[src/verilog/rv_defs.svh]
// Reset PC, register count, opcode, writeback, access size and ALU operation macros
`ifndef RV_DEFS_SVH
`define RV_DEFS_SVH

`define RV_RESET_PC   32'h0000_0000
`define RV_NUM_REGS   32

// Major opcodes
`define RV_OP_LOAD    7'b0000011
`define RV_OP_STORE   7'b0100011
`define RV_OP_BRANCH  7'b1100011
`define RV_OP_JAL     7'b1101111
`define RV_OP_JALR    7'b1100111
`define RV_OP_IMM     7'b0010011
`define RV_OP_REG     7'b0110011
`define RV_OP_LUI     7'b0110111
`define RV_OP_AUIPC   7'b0010111

// Writeback sources
`define RV_WB_ALU     2'd0
`define RV_WB_MEM     2'd1
`define RV_WB_PC4     2'd2
`define RV_WB_PCIMM   2'd3

// Access size codes with word as 3
`define RV_LEN_BYTE   2'd0
`define RV_LEN_HALF   2'd1
`define RV_LEN_WORD   2'd3

`define RV_ALU_ADD    4'd0
`define RV_ALU_SUB    4'd1
`define RV_ALU_SLL    4'd2
`define RV_ALU_SLT    4'd3
`define RV_ALU_SLTU   4'd4
`define RV_ALU_XOR    4'd5
`define RV_ALU_SRL    4'd6
`define RV_ALU_SRA    4'd7
`define RV_ALU_OR     4'd8
`define RV_ALU_AND    4'd9
`define RV_ALU_PASS   4'd10 // Forwards operand 2 for LUI

`endif
[src/verilog/rvPkg.sv]
// Vector types shared by the core datapath and controller
package rvPkg;

    // Data or address word
    typedef logic [31:0] wordT;

    // Raw instruction word from the fetch port
    typedef logic [31:0] instT;

    // Register index
    typedef logic [4:0] regAddrT;

    // ALU operation code
    typedef logic [3:0] aluCtrlT;

    // Writeback source select
    //   0 ALU result
    //   1 load data
    //   2 PC+4 for links
    //   3 PC+imm for AUIPC
    typedef logic [1:0] wbSelT;

    // Access size with byte 0, half 1 and word 3
    typedef logic [1:0] dataLenT;

    // Byte write strobes where bit n covers bits 8n+7..8n
    typedef logic [3:0] strbT;

endpackage

[src/verilog/ctrlIf.sv]
// Decoded control signal bundle between controller and datapath
interface ctrlIf;

    rvPkg::wbSelT   wbSel;    // Writeback source
    logic           memWrite;
    logic           memRead;
    logic           branch;   // Conditional branch
    logic           jal;
    logic           jalr;
    rvPkg::aluCtrlT aluCtrl;
    logic           aluSrc;   // 1 picks immediate for operand 2
    logic           regWrite;
    rvPkg::dataLenT dataLen;
    logic           dataSign; // Sign extend loads

    modport ctrl (
        output wbSel, memWrite, memRead, branch, jal, jalr,
        output aluCtrl, aluSrc, regWrite, dataLen, dataSign
    );

    modport dp (
        input wbSel, memWrite, memRead, branch, jal, jalr,
        input aluCtrl, aluSrc, regWrite, dataLen, dataSign
    );

endinterface

[src/verilog/rvCore.sv]
// Single-cycle RV32I core top level with plain instruction and data ports
`include "rv_defs.svh"

module rvCore (
    input  logic        clk,
    input  logic        rstN,
    input  rvPkg::instT imemData,
    input  rvPkg::wordT dmemRdata,
    output rvPkg::wordT imemAddr,
    output rvPkg::wordT dmemAddr,
    output rvPkg::wordT dmemWdata,
    output rvPkg::strbT dmemStrb,
    output logic        dmemWen,
    output logic        dmemRen
);

    rvPkg::regAddrT rs1;
    rvPkg::regAddrT rs2;
    rvPkg::regAddrT rd;
    rvPkg::wordT    imm;
    rvPkg::wordT    rs1Data;
    rvPkg::wordT    rs2Data;
    rvPkg::wordT    aluOpB;
    rvPkg::wordT    aluResult;
    rvPkg::wordT    loadData;
    rvPkg::wordT    pc;
    rvPkg::wordT    pcPlus4;
    rvPkg::wordT    wbData;
    logic           regWen;

    ctrlIf ctrlBus ();

    assign rs1 = imemData[19:15];
    assign rs2 = imemData[24:20];
    assign rd  = imemData[11:7];

    rvController rvController_i (.inst(imemData), .ctrl(ctrlBus.ctrl));

    rvImmGen rvImmGen_i (.inst(imemData), .imm(imm));

    rvRegFile rvRegFile_i (
        .clk(clk), .rstN(rstN),
        .rs1(rs1), .rs2(rs2), .rd(rd),
        .wen(regWen), .wdata(wbData),
        .rdata1(rs1Data), .rdata2(rs2Data)
    );

    assign aluOpB = ctrlBus.aluSrc ? imm : rs2Data;

    rvAlu rvAlu_i (.opA(rs1Data), .opB(aluOpB), .aluCtrl(ctrlBus.aluCtrl), .result(aluResult));

    rvLsu rvLsu_i (
        .ctrl(ctrlBus.dp), .addr(aluResult), .storeData(rs2Data), .memRdata(dmemRdata),
        .memWdata(dmemWdata), .memStrb(dmemStrb), .loadData(loadData)
    );

    rvPcUnit rvPcUnit_i (
        .clk(clk), .rstN(rstN), .ctrl(ctrlBus.dp), .func3(imemData[14:12]),
        .rs1Data(rs1Data), .rs2Data(rs2Data), .imm(imm),
        .pc(pc), .pcPlus4(pcPlus4)
    );

    always_comb begin
        case (ctrlBus.wbSel)
            `RV_WB_MEM:   wbData = loadData;
            `RV_WB_PC4:   wbData = pcPlus4;   // Link value
            `RV_WB_PCIMM: wbData = pc + imm;  // AUIPC
            default:      wbData = aluResult;
        endcase
    end

    // Memory returns a real instruction during reset so side effects are held off
    assign regWen  = ctrlBus.regWrite & rstN;
    assign dmemWen = ctrlBus.memWrite & rstN;
    assign dmemRen = ctrlBus.memRead & rstN;

    assign imemAddr = pc;
    assign dmemAddr = aluResult;

endmodule

[src/verilog/rvPcUnit.sv]
// PC register, branch compare and next-PC select
`include "rv_defs.svh"

module rvPcUnit (
    input  logic        clk,
    input  logic        rstN,
    ctrlIf.dp           ctrl,
    input  logic [2:0]  func3,
    input  rvPkg::wordT rs1Data,
    input  rvPkg::wordT rs2Data,
    input  rvPkg::wordT imm,
    output rvPkg::wordT pc,
    output rvPkg::wordT pcPlus4
);

    logic        condMet;
    logic        takeRel;     // Jump relative to pc
    rvPkg::wordT jalrTarget;
    rvPkg::wordT nextPc;

    always_comb begin
        case (func3)
            3'b000:  condMet = rs1Data == rs2Data;                    // BEQ
            3'b001:  condMet = rs1Data != rs2Data;                    // BNE
            3'b100:  condMet = $signed(rs1Data) < $signed(rs2Data);   // BLT
            3'b101:  condMet = $signed(rs1Data) >= $signed(rs2Data);  // BGE
            3'b110:  condMet = rs1Data < rs2Data;
            3'b111:  condMet = rs1Data >= rs2Data;
            default: condMet = 1'b0;
        endcase
    end

    assign takeRel    = ctrl.jal || (ctrl.branch && condMet);
    assign jalrTarget = rs1Data + imm;
    assign pcPlus4    = pc + 32'd4;

    assign nextPc = ctrl.jalr ? {jalrTarget[31:1], 1'b0} :
                    takeRel   ? pc + imm : pcPlus4;

    always_ff @(posedge clk or negedge rstN) begin
        if (!rstN) begin
            pc <= `RV_RESET_PC;
        end else begin
            pc <= nextPc;
        end
    end

endmodule

[src/verilog/rvLsu.sv]
// Load and store alignment, byte strobes and load extension
`include "rv_defs.svh"

module rvLsu (
    ctrlIf.dp           ctrl,
    input  rvPkg::wordT addr,
    input  rvPkg::wordT storeData,
    input  rvPkg::wordT memRdata,
    output rvPkg::wordT memWdata,
    output rvPkg::strbT memStrb,
    output rvPkg::wordT loadData
);

    logic [1:0]  offset;
    rvPkg::strbT laneStrb;
    rvPkg::wordT lane;     // Selected bytes moved down to bit 0

    assign offset = addr[1:0];

    // Small stores are replicated so every lane sees the data
    always_comb begin
        case (ctrl.dataLen)
            `RV_LEN_BYTE: begin
                memWdata = {4{storeData[7:0]}};
                laneStrb = rvPkg::strbT'(4'b0001 << offset);
            end
            `RV_LEN_HALF: begin
                memWdata = {2{storeData[15:0]}};
                laneStrb = offset[1] ? 4'b1100 : 4'b0011;
            end
            default: begin
                memWdata = storeData;
                laneStrb = 4'b1111;
            end
        endcase
    end

    assign memStrb = ctrl.memWrite ? laneStrb : '0;

    assign lane = memRdata >> {offset, 3'b000};

    always_comb begin
        case (ctrl.dataLen)
            `RV_LEN_BYTE: loadData = {{24{ctrl.dataSign & lane[7]}}, lane[7:0]};
            `RV_LEN_HALF: loadData = {{16{ctrl.dataSign & lane[15]}}, lane[15:0]};
            default:      loadData = memRdata;
        endcase
    end

endmodule

[src/verilog/rvRegFile.sv]
// Integer register file with x0 tied to zero, two read ports and one write port
`include "rv_defs.svh"

module rvRegFile (
    input  logic           clk,
    input  logic           rstN,
    input  rvPkg::regAddrT rs1,
    input  rvPkg::regAddrT rs2,
    input  rvPkg::regAddrT rd,
    input  logic           wen,
    input  rvPkg::wordT    wdata,
    output rvPkg::wordT    rdata1,
    output rvPkg::wordT    rdata2
);

    // No storage behind x0
    rvPkg::wordT regs [1:`RV_NUM_REGS-1];

    always_ff @(posedge clk or negedge rstN) begin
        if (!rstN) begin
            for (int i = 1; i < `RV_NUM_REGS; i++) begin
                regs[i] <= '0;
            end
        end else if (wen && (rd != '0)) begin
            regs[rd] <= wdata;
        end
    end

    assign rdata1 = (rs1 == '0) ? '0 : regs[rs1];
    assign rdata2 = (rs2 == '0) ? '0 : regs[rs2];

endmodule

[src/verilog/rvAlu.sv]
// Arithmetic, logic, shift, compare and pass-through unit
`include "rv_defs.svh"

module rvAlu (
    input  rvPkg::wordT    opA,
    input  rvPkg::wordT    opB,
    input  rvPkg::aluCtrlT aluCtrl,
    output rvPkg::wordT    result
);

    logic [4:0] shamt;
    logic       ltSigned;
    logic       ltUnsigned;

    assign shamt      = opB[4:0];
    assign ltSigned   = $signed(opA) < $signed(opB);
    assign ltUnsigned = opA < opB;

    always_comb begin
        case (aluCtrl)
            `RV_ALU_ADD:  result = opA + opB;
            `RV_ALU_SUB:  result = opA - opB;
            `RV_ALU_SLL:  result = opA << shamt;
            `RV_ALU_SLT:  result = {31'b0, ltSigned};
            `RV_ALU_SLTU: result = {31'b0, ltUnsigned};
            `RV_ALU_XOR:  result = opA ^ opB;
            `RV_ALU_SRL:  result = opA >> shamt;
            `RV_ALU_SRA:  result = $signed(opA) >>> shamt;  // Keeps sign bit
            `RV_ALU_OR:   result = opA | opB;
            `RV_ALU_AND:  result = opA & opB;
            `RV_ALU_PASS: result = opB;
            default:      result = '0;
        endcase
    end

endmodule

[src/verilog/rvImmGen.sv]
// Immediate generator for I, S, B, U and J formats
`include "rv_defs.svh"

module rvImmGen (
    input  rvPkg::instT inst,
    output rvPkg::wordT imm
);

    logic sign;

    assign sign = inst[31];

    always_comb begin
        case (inst[6:0])
            `RV_OP_IMM, `RV_OP_LOAD, `RV_OP_JALR:
                imm = {{21{sign}}, inst[30:20]};
            `RV_OP_STORE:
                imm = {{21{sign}}, inst[30:25], inst[11:7]};
            `RV_OP_BRANCH:   // Offset in multiples of two
                imm = {{20{sign}}, inst[7], inst[30:25], inst[11:8], 1'b0};
            `RV_OP_LUI, `RV_OP_AUIPC:
                imm = {inst[31:12], 12'b0};  // Field goes to upper bits
            `RV_OP_JAL:
                imm = {{12{sign}}, inst[19:12], inst[20], inst[30:21], 1'b0};
            default:
                imm = '0;
        endcase
    end

endmodule

[src/verilog/rvController.sv]
// Instruction decoder producing the control bundle from opcode, func3 and func7
`include "rv_defs.svh"

module rvController (
    input rvPkg::instT inst,
    ctrlIf.ctrl        ctrl
);

    logic [6:0] opcode;
    logic [2:0] func3;
    logic       altOp;    // func7 bit 5 selecting SUB and SRA

    assign opcode = inst[6:0];
    assign func3  = inst[14:12];
    assign altOp  = inst[30];

    function automatic rvPkg::aluCtrlT aluFromFunc(input logic [2:0] f3, input logic alt);
        rvPkg::aluCtrlT code;
        case (f3)
            3'b000:  code = alt ? `RV_ALU_SUB : `RV_ALU_ADD;
            3'b001:  code = `RV_ALU_SLL;
            3'b010:  code = `RV_ALU_SLT;
            3'b011:  code = `RV_ALU_SLTU;
            3'b100:  code = `RV_ALU_XOR;
            3'b101:  code = alt ? `RV_ALU_SRA : `RV_ALU_SRL;
            3'b110:  code = `RV_ALU_OR;
            default: code = `RV_ALU_AND;
        endcase
        return code;
    endfunction

    always_comb begin
        ctrl.wbSel    = `RV_WB_ALU;
        ctrl.memWrite = 1'b0;
        ctrl.memRead  = 1'b0;
        ctrl.branch   = 1'b0;
        ctrl.jal      = 1'b0;
        ctrl.jalr     = 1'b0;
        ctrl.aluCtrl  = `RV_ALU_ADD;  // Address adds for loads and stores
        ctrl.aluSrc   = 1'b0;
        ctrl.regWrite = 1'b0;
        case (opcode)
            `RV_OP_LOAD: begin
                ctrl.wbSel    = `RV_WB_MEM;
                ctrl.memRead  = 1'b1;
                ctrl.aluSrc   = 1'b1;
                ctrl.regWrite = 1'b1;
            end
            `RV_OP_STORE: begin
                ctrl.memWrite = 1'b1;
                ctrl.aluSrc   = 1'b1;
            end
            `RV_OP_BRANCH: begin
                ctrl.branch  = 1'b1;
                ctrl.aluCtrl = `RV_ALU_SUB;
            end
            `RV_OP_JAL: begin
                ctrl.jal      = 1'b1;
                ctrl.wbSel    = `RV_WB_PC4;
                ctrl.regWrite = 1'b1;
            end
            `RV_OP_JALR: begin
                ctrl.jalr     = 1'b1;
                ctrl.wbSel    = `RV_WB_PC4;
                ctrl.aluSrc   = 1'b1;
                ctrl.regWrite = 1'b1;
            end
            `RV_OP_IMM: begin
                // Bit 30 is part of the immediate except on right shifts
                ctrl.aluCtrl  = aluFromFunc(func3, altOp && (func3 == 3'b101));
                ctrl.aluSrc   = 1'b1;
                ctrl.regWrite = 1'b1;
            end
            `RV_OP_REG: begin
                ctrl.aluCtrl  = aluFromFunc(func3, altOp);
                ctrl.regWrite = 1'b1;
            end
            `RV_OP_LUI: begin
                ctrl.aluCtrl  = `RV_ALU_PASS;
                ctrl.aluSrc   = 1'b1;
                ctrl.regWrite = 1'b1;
            end
            `RV_OP_AUIPC: begin
                ctrl.wbSel    = `RV_WB_PCIMM;
                ctrl.regWrite = 1'b1;
            end
            default: ;  // Unsupported opcodes retire as no-ops
        endcase
    end

    // Size from func3 low bits since LBU and LHU only add bit 2
    always_comb begin
        case (func3[1:0])
            2'b00:   ctrl.dataLen = `RV_LEN_BYTE;
            2'b01:   ctrl.dataLen = `RV_LEN_HALF;
            default: ctrl.dataLen = `RV_LEN_WORD;
        endcase
    end

    assign ctrl.dataSign = ~func3[2];

endmodule

[config.mk]
export PLATFORM = sky130hd
export DESIGN_NAME = rvCore
export DESIGN_NICKNAME = d
export VERILOG_FILES = /design/src/verilog/rvPkg.sv /design/src/verilog/ctrlIf.sv /design/src/verilog/rvCore.sv /design/src/verilog/rvPcUnit.sv /design/src/verilog/rvLsu.sv /design/src/verilog/rvRegFile.sv /design/src/verilog/rvAlu.sv /design/src/verilog/rvImmGen.sv /design/src/verilog/rvController.sv
export VERILOG_INCLUDE_DIRS = /design/src /design/src/verilog
export SDC_FILE = /design/constraint.sdc
export NUM_CORES = 2
export LEC_CHECK = 0
export BUFFER_PORTS_ARGS = -buffer_cell sky130_fd_sc_hd__buf_2
export CAP_MARGIN = 20
export CORE_ASPECT_RATIO = 2
export CORE_MARGIN = 4
export CORE_UTILIZATION = 50
export DETAILED_ROUTE_END_ITERATION = 7
export PLACE_DENSITY = 0.66
export SYNTH_ARGS = -nofsm -noshare
export SYNTH_HDL_FRONTEND = slang
export SYNTH_SLANG_ARGS = --single-unit
[constraint.sdc]
create_clock -name clk -period 25 [get_ports clk]
set_input_delay 5 -clock clk [delete_from_list [all_inputs] [get_ports clk]]
set_output_delay 5 -clock clk [all_outputs]
set_load 0.03 [all_outputs]
==> metrics.txt <==
die height 537 um; total length of routed wires 346,000 um; Max Clock Freq 51.3 MHz; Worst R2R Setup Slack 15.13 ns; Hold Path Origin rvRegFile_i.regs[8]$_DFFE_PN0P_; DR vias/cell 7.27; Critical Path Stages 22; cells along the critical path buf_8 > buf_4 > mux4_2 > mux4_2 > nand2b_1 > a21oi_1 > or2_2 > buf_4 > ha_1 > nor2b_1 > o31a_1 > o31ai_1 > nand2_1 > o21ai_0 > nand4b_1 > a31oi_1 > a221o_1 > a221oi_1 > or4_1 > a21oi_1 > or4_4 > buf_2; combinational power share 0.232; busiest grt layer met2; Leak Pwr 34.1 nW; R2R Path Start rvRegFile_i.regs[385]$_DFFE_PN0P_; register share of total power 0.410; met3 usage 0.176; switching power 0.00147 W; placed cells 8,089; Site Rows 193; I/O pin cnt 168; initial antenna violation count 55; Hold Path Stages 2; switch share 0.339; number of synthesized flops with an enable pin 0; Avg Inst Size Synth 10.9 um2; RD Place Congestion 1.16; Worst Path Buf+Inv 4; Clk pwr share 0.358; CTS tree built; slowest cell on the critical path o21ai_0; flops & latches, synth 1,024; Die ar. 0.146 mm2; Yosys warnings 0; fin crit period 19.49 ns; post-DP HPWL 243,000 um; Internal 0.00287 W; commonest non-fill, non-tap cell in the layout dfrtp_1; Worst EP required 20.00 ns; GRT Overall Usage 0.475; Worst path max stage delay 1.00 ns; layout cell share with drive strength beyond 1 0.297; post-synthesis async set-or-reset flop share 1.00; Seq/Total Area, Yosys 0.367; Root Driver clkbuf_16; met2 Track Usage GR 0.728; Fin. Hold Viols 0; Area Growth Syn to Fin 9.62%; Clk Latency, worst-skew pair 0.72 ns; Routed WL per cell 41.5 um; IO Port Bufs 167; first-pass GRT wire length 482,000 um; max-cap violation count 2; Routed Antenna Nets 0; Hold Path Sink rvRegFile_i.regs[8]$_DFFE_PN0P_; Final Instance Count excl. Fillers 8,335; core region area 0.139 mm2; Setup Skew 0.0366 ns; Final Cycle Share 0.780; Clock transition at path regs 0.06 ns; largest net degree at the start of global routing 153; Max Slew Vio Count 16; # fillers 12,100; post-cts resize count 0; first-pass detailed-route iteration total 8; Worst-Margin Slew 1.91 ns; GR Layer Usage met1 0.472; cts hold-fix bufs 0; # clock sinks 1,024; Reg2Reg Depth 23; largest delay contributor family on the critical path compound AO/OA/AOI/OAI gates; critical path type input port to primary output; Nets 6,615; Top FF cell, synth dfrtp_1; TNS Setup 0 ns; Hold Crit Class flip-flop to flip-flop; CP arrival 14.49 ns; pwr dens 56.6 mW/mm2; status complete, but fails checks; Final setup viols 0; Post-Synthesis Cells 6,398; global route total overflow 0; slew margin rel. -0.278; CP endpoint kind primary output; vias 60,600; effective utilization at floorplan 0.504; Hold Slack 0.500 ns; Max FO, Critical Path 65; htree depth 3; peak supply drop 0.0637 mV; CTS Buffer Depth 3; most frequent cells in the layout dfrtp_1, mux2_2, nand2_1, mux4_2, o21ai_0; RSZ-0062 raised after global routing no; initial DRC count 6,802; Post-CTS Setup Inserts 0; total CTS buffers 93; # DRC 3; syn_nets 6,659; violated checks DRC, capacitance limit, slew limit; number of distinct library cells after synthesis 107; vias in the first global route 60,100; DIE WIDTH 272 um; startpoint types input port; RR Endpoint rvRegFile_i.regs[537]$_DFFE_PN0P_; Mapped Area 0.0699 mm2
[per-stage QoR]
| step | utilization | cell area, um2 | setup slack [ns] | total power [W] |
|---|---|---|---|---|
| final | 0.552 | 76600 | 5.51 | 0.00434 |
| after global placement | 0.525 | 72800 | 6.17 | 0.00275 |
| after CTS | 0.549 | 76100 | 6.13 | 0.00429 |
| after global routing | 0.552 | 76500 | 5.34 | 0.00445 |
| after floorplan | - | 69900 | 8.50 | 0.00237 |
| after detailed placement | 0.526 | 72800 | 6.16 | 0.00276 |
[state kept, by name, indices dropped and copies added, names as in the netlist]
| name | cells |
|---|---|
| rvRegFile_i.regs | 992 |
| rvPcUnit_i.pc | 32 |
[worst max-delay path by stage]
stage | slack, ns | startpoint | endpoint
global placement | 6.17 | imemData[20] | dmemAddr[31]
CTS | 6.13 | imemData[20] | dmemAddr[31]
global route | 5.34 | imemData[20] | dmemAddr[31]
finish | 5.51 | imemData[20] | dmemAddr[31]
detailed placement | 6.16 | imemData[20] | dmemAddr[31]
floorplan | 8.50 | imemData[20] | dmemStrb[1]
[area by class of cell]
class	instances	area, um2	area share
Timing Repair Buffer	432	3090	0.0404
Antenna cell	56	140	0.00183
Clock inverter	48	612	0.00799
Sequential cell	1024	25600	0.335
Multi-Input combinational cell	4661	41600	0.544
Clock buffer	120	2610	0.0341
Tap cell	1852	2320	0.0303
Inverter	142	538	0.00703
[worst reg2reg max path: stages, from the launching register on]
cell and delay [ns]:
dfrtp_1 0.40, mux4_2 0.50, mux4_2 0.49, nand2b_1 0.22, a21oi_1 0.26, or2_2 0.49, buf_4 0.51, inv_2 0.41
fa_1 0.52, nor2b_1 0.14, o21a_1 0.13, o21ai_0 0.14, o2bb2ai_1 0.28, o21a_1 0.54, nor3_1 0.54, o2111a_1 0.33
or4_1 0.19, and3_1 0.20, buf_4 0.37, or2_1 0.45, o22ai_2 0.20, o21ai_2 0.81, nand2_1 0.98, mux2_2 0.64
[Yosys cell counts, drive strengths merged, types with 27 or more instances]
library cell / number / area [um2]
a211oi: 49 / 378
a21o: 86 / 646
a21oi: 336 / 1690
a221oi: 47 / 418
a22o: 38 / 333
a22oi: 43 / 323
a31oi: 120 / 757
and2: 33 / 206
and3: 27 / 169
buf: 234 / 1360
clkbuf: 337 / 1270
dfrtp: 1024 / 25600
ha: 191 / 2390
inv: 141 / 529
mux2: 623 / 7130
mux2i: 224 / 2320
mux4: 532 / 12000
nand2: 557 / 2090
nand2b: 29 / 181
nand3: 93 / 470
nand4: 28 / 181
nor2: 444 / 1670
nor2b: 27 / 169
nor3: 77 / 400
o211ai: 42 / 325
o21a: 46 / 345
o21ai: 489 / 2460
o21bai: 27 / 203
o22ai: 49 / 319
or3: 28 / 175
xnor2: 63 / 552
xor2: 46 / 403
[cells by family after synthesis]
family / count (synthesis) / synth area share
mux: 1379 / 0.307
compound gates: 1574 / 0.144
flops: 1024 / 0.367
simple gates: 1404 / 0.0886
buf+inv: 713 / 0.0452
fa+ha+maj: 195 / 0.0354
xor+xnor: 109 / 0.0137
[metal layers]
layer / vias to the layer above / routed length [um]
met5: - / 290
met4: 26 / 47800
met3: 1709 / 33600
met2: 4155 / 159000
met1: 30700 / 105000
li1: 24000 / -
[power groups by stage]
stage / sequential (W) / clock (W) / combinational (W)
3_3_place_gp: 0.00180 / 0 / 0.000949
4_1_cts: 0.00177 / 0.00156 / 0.000958
3_5_place_dp: 0.00181 / 0 / 0.000954
6_report: 0.00178 / 0.00155 / 0.00101
2_1_floorplan: 0.00182 / 0 / 0.000552
5_1_grt: 0.00178 / 0.00162 / 0.00104
Note: power is estimated with default switching activity, not from simulation.
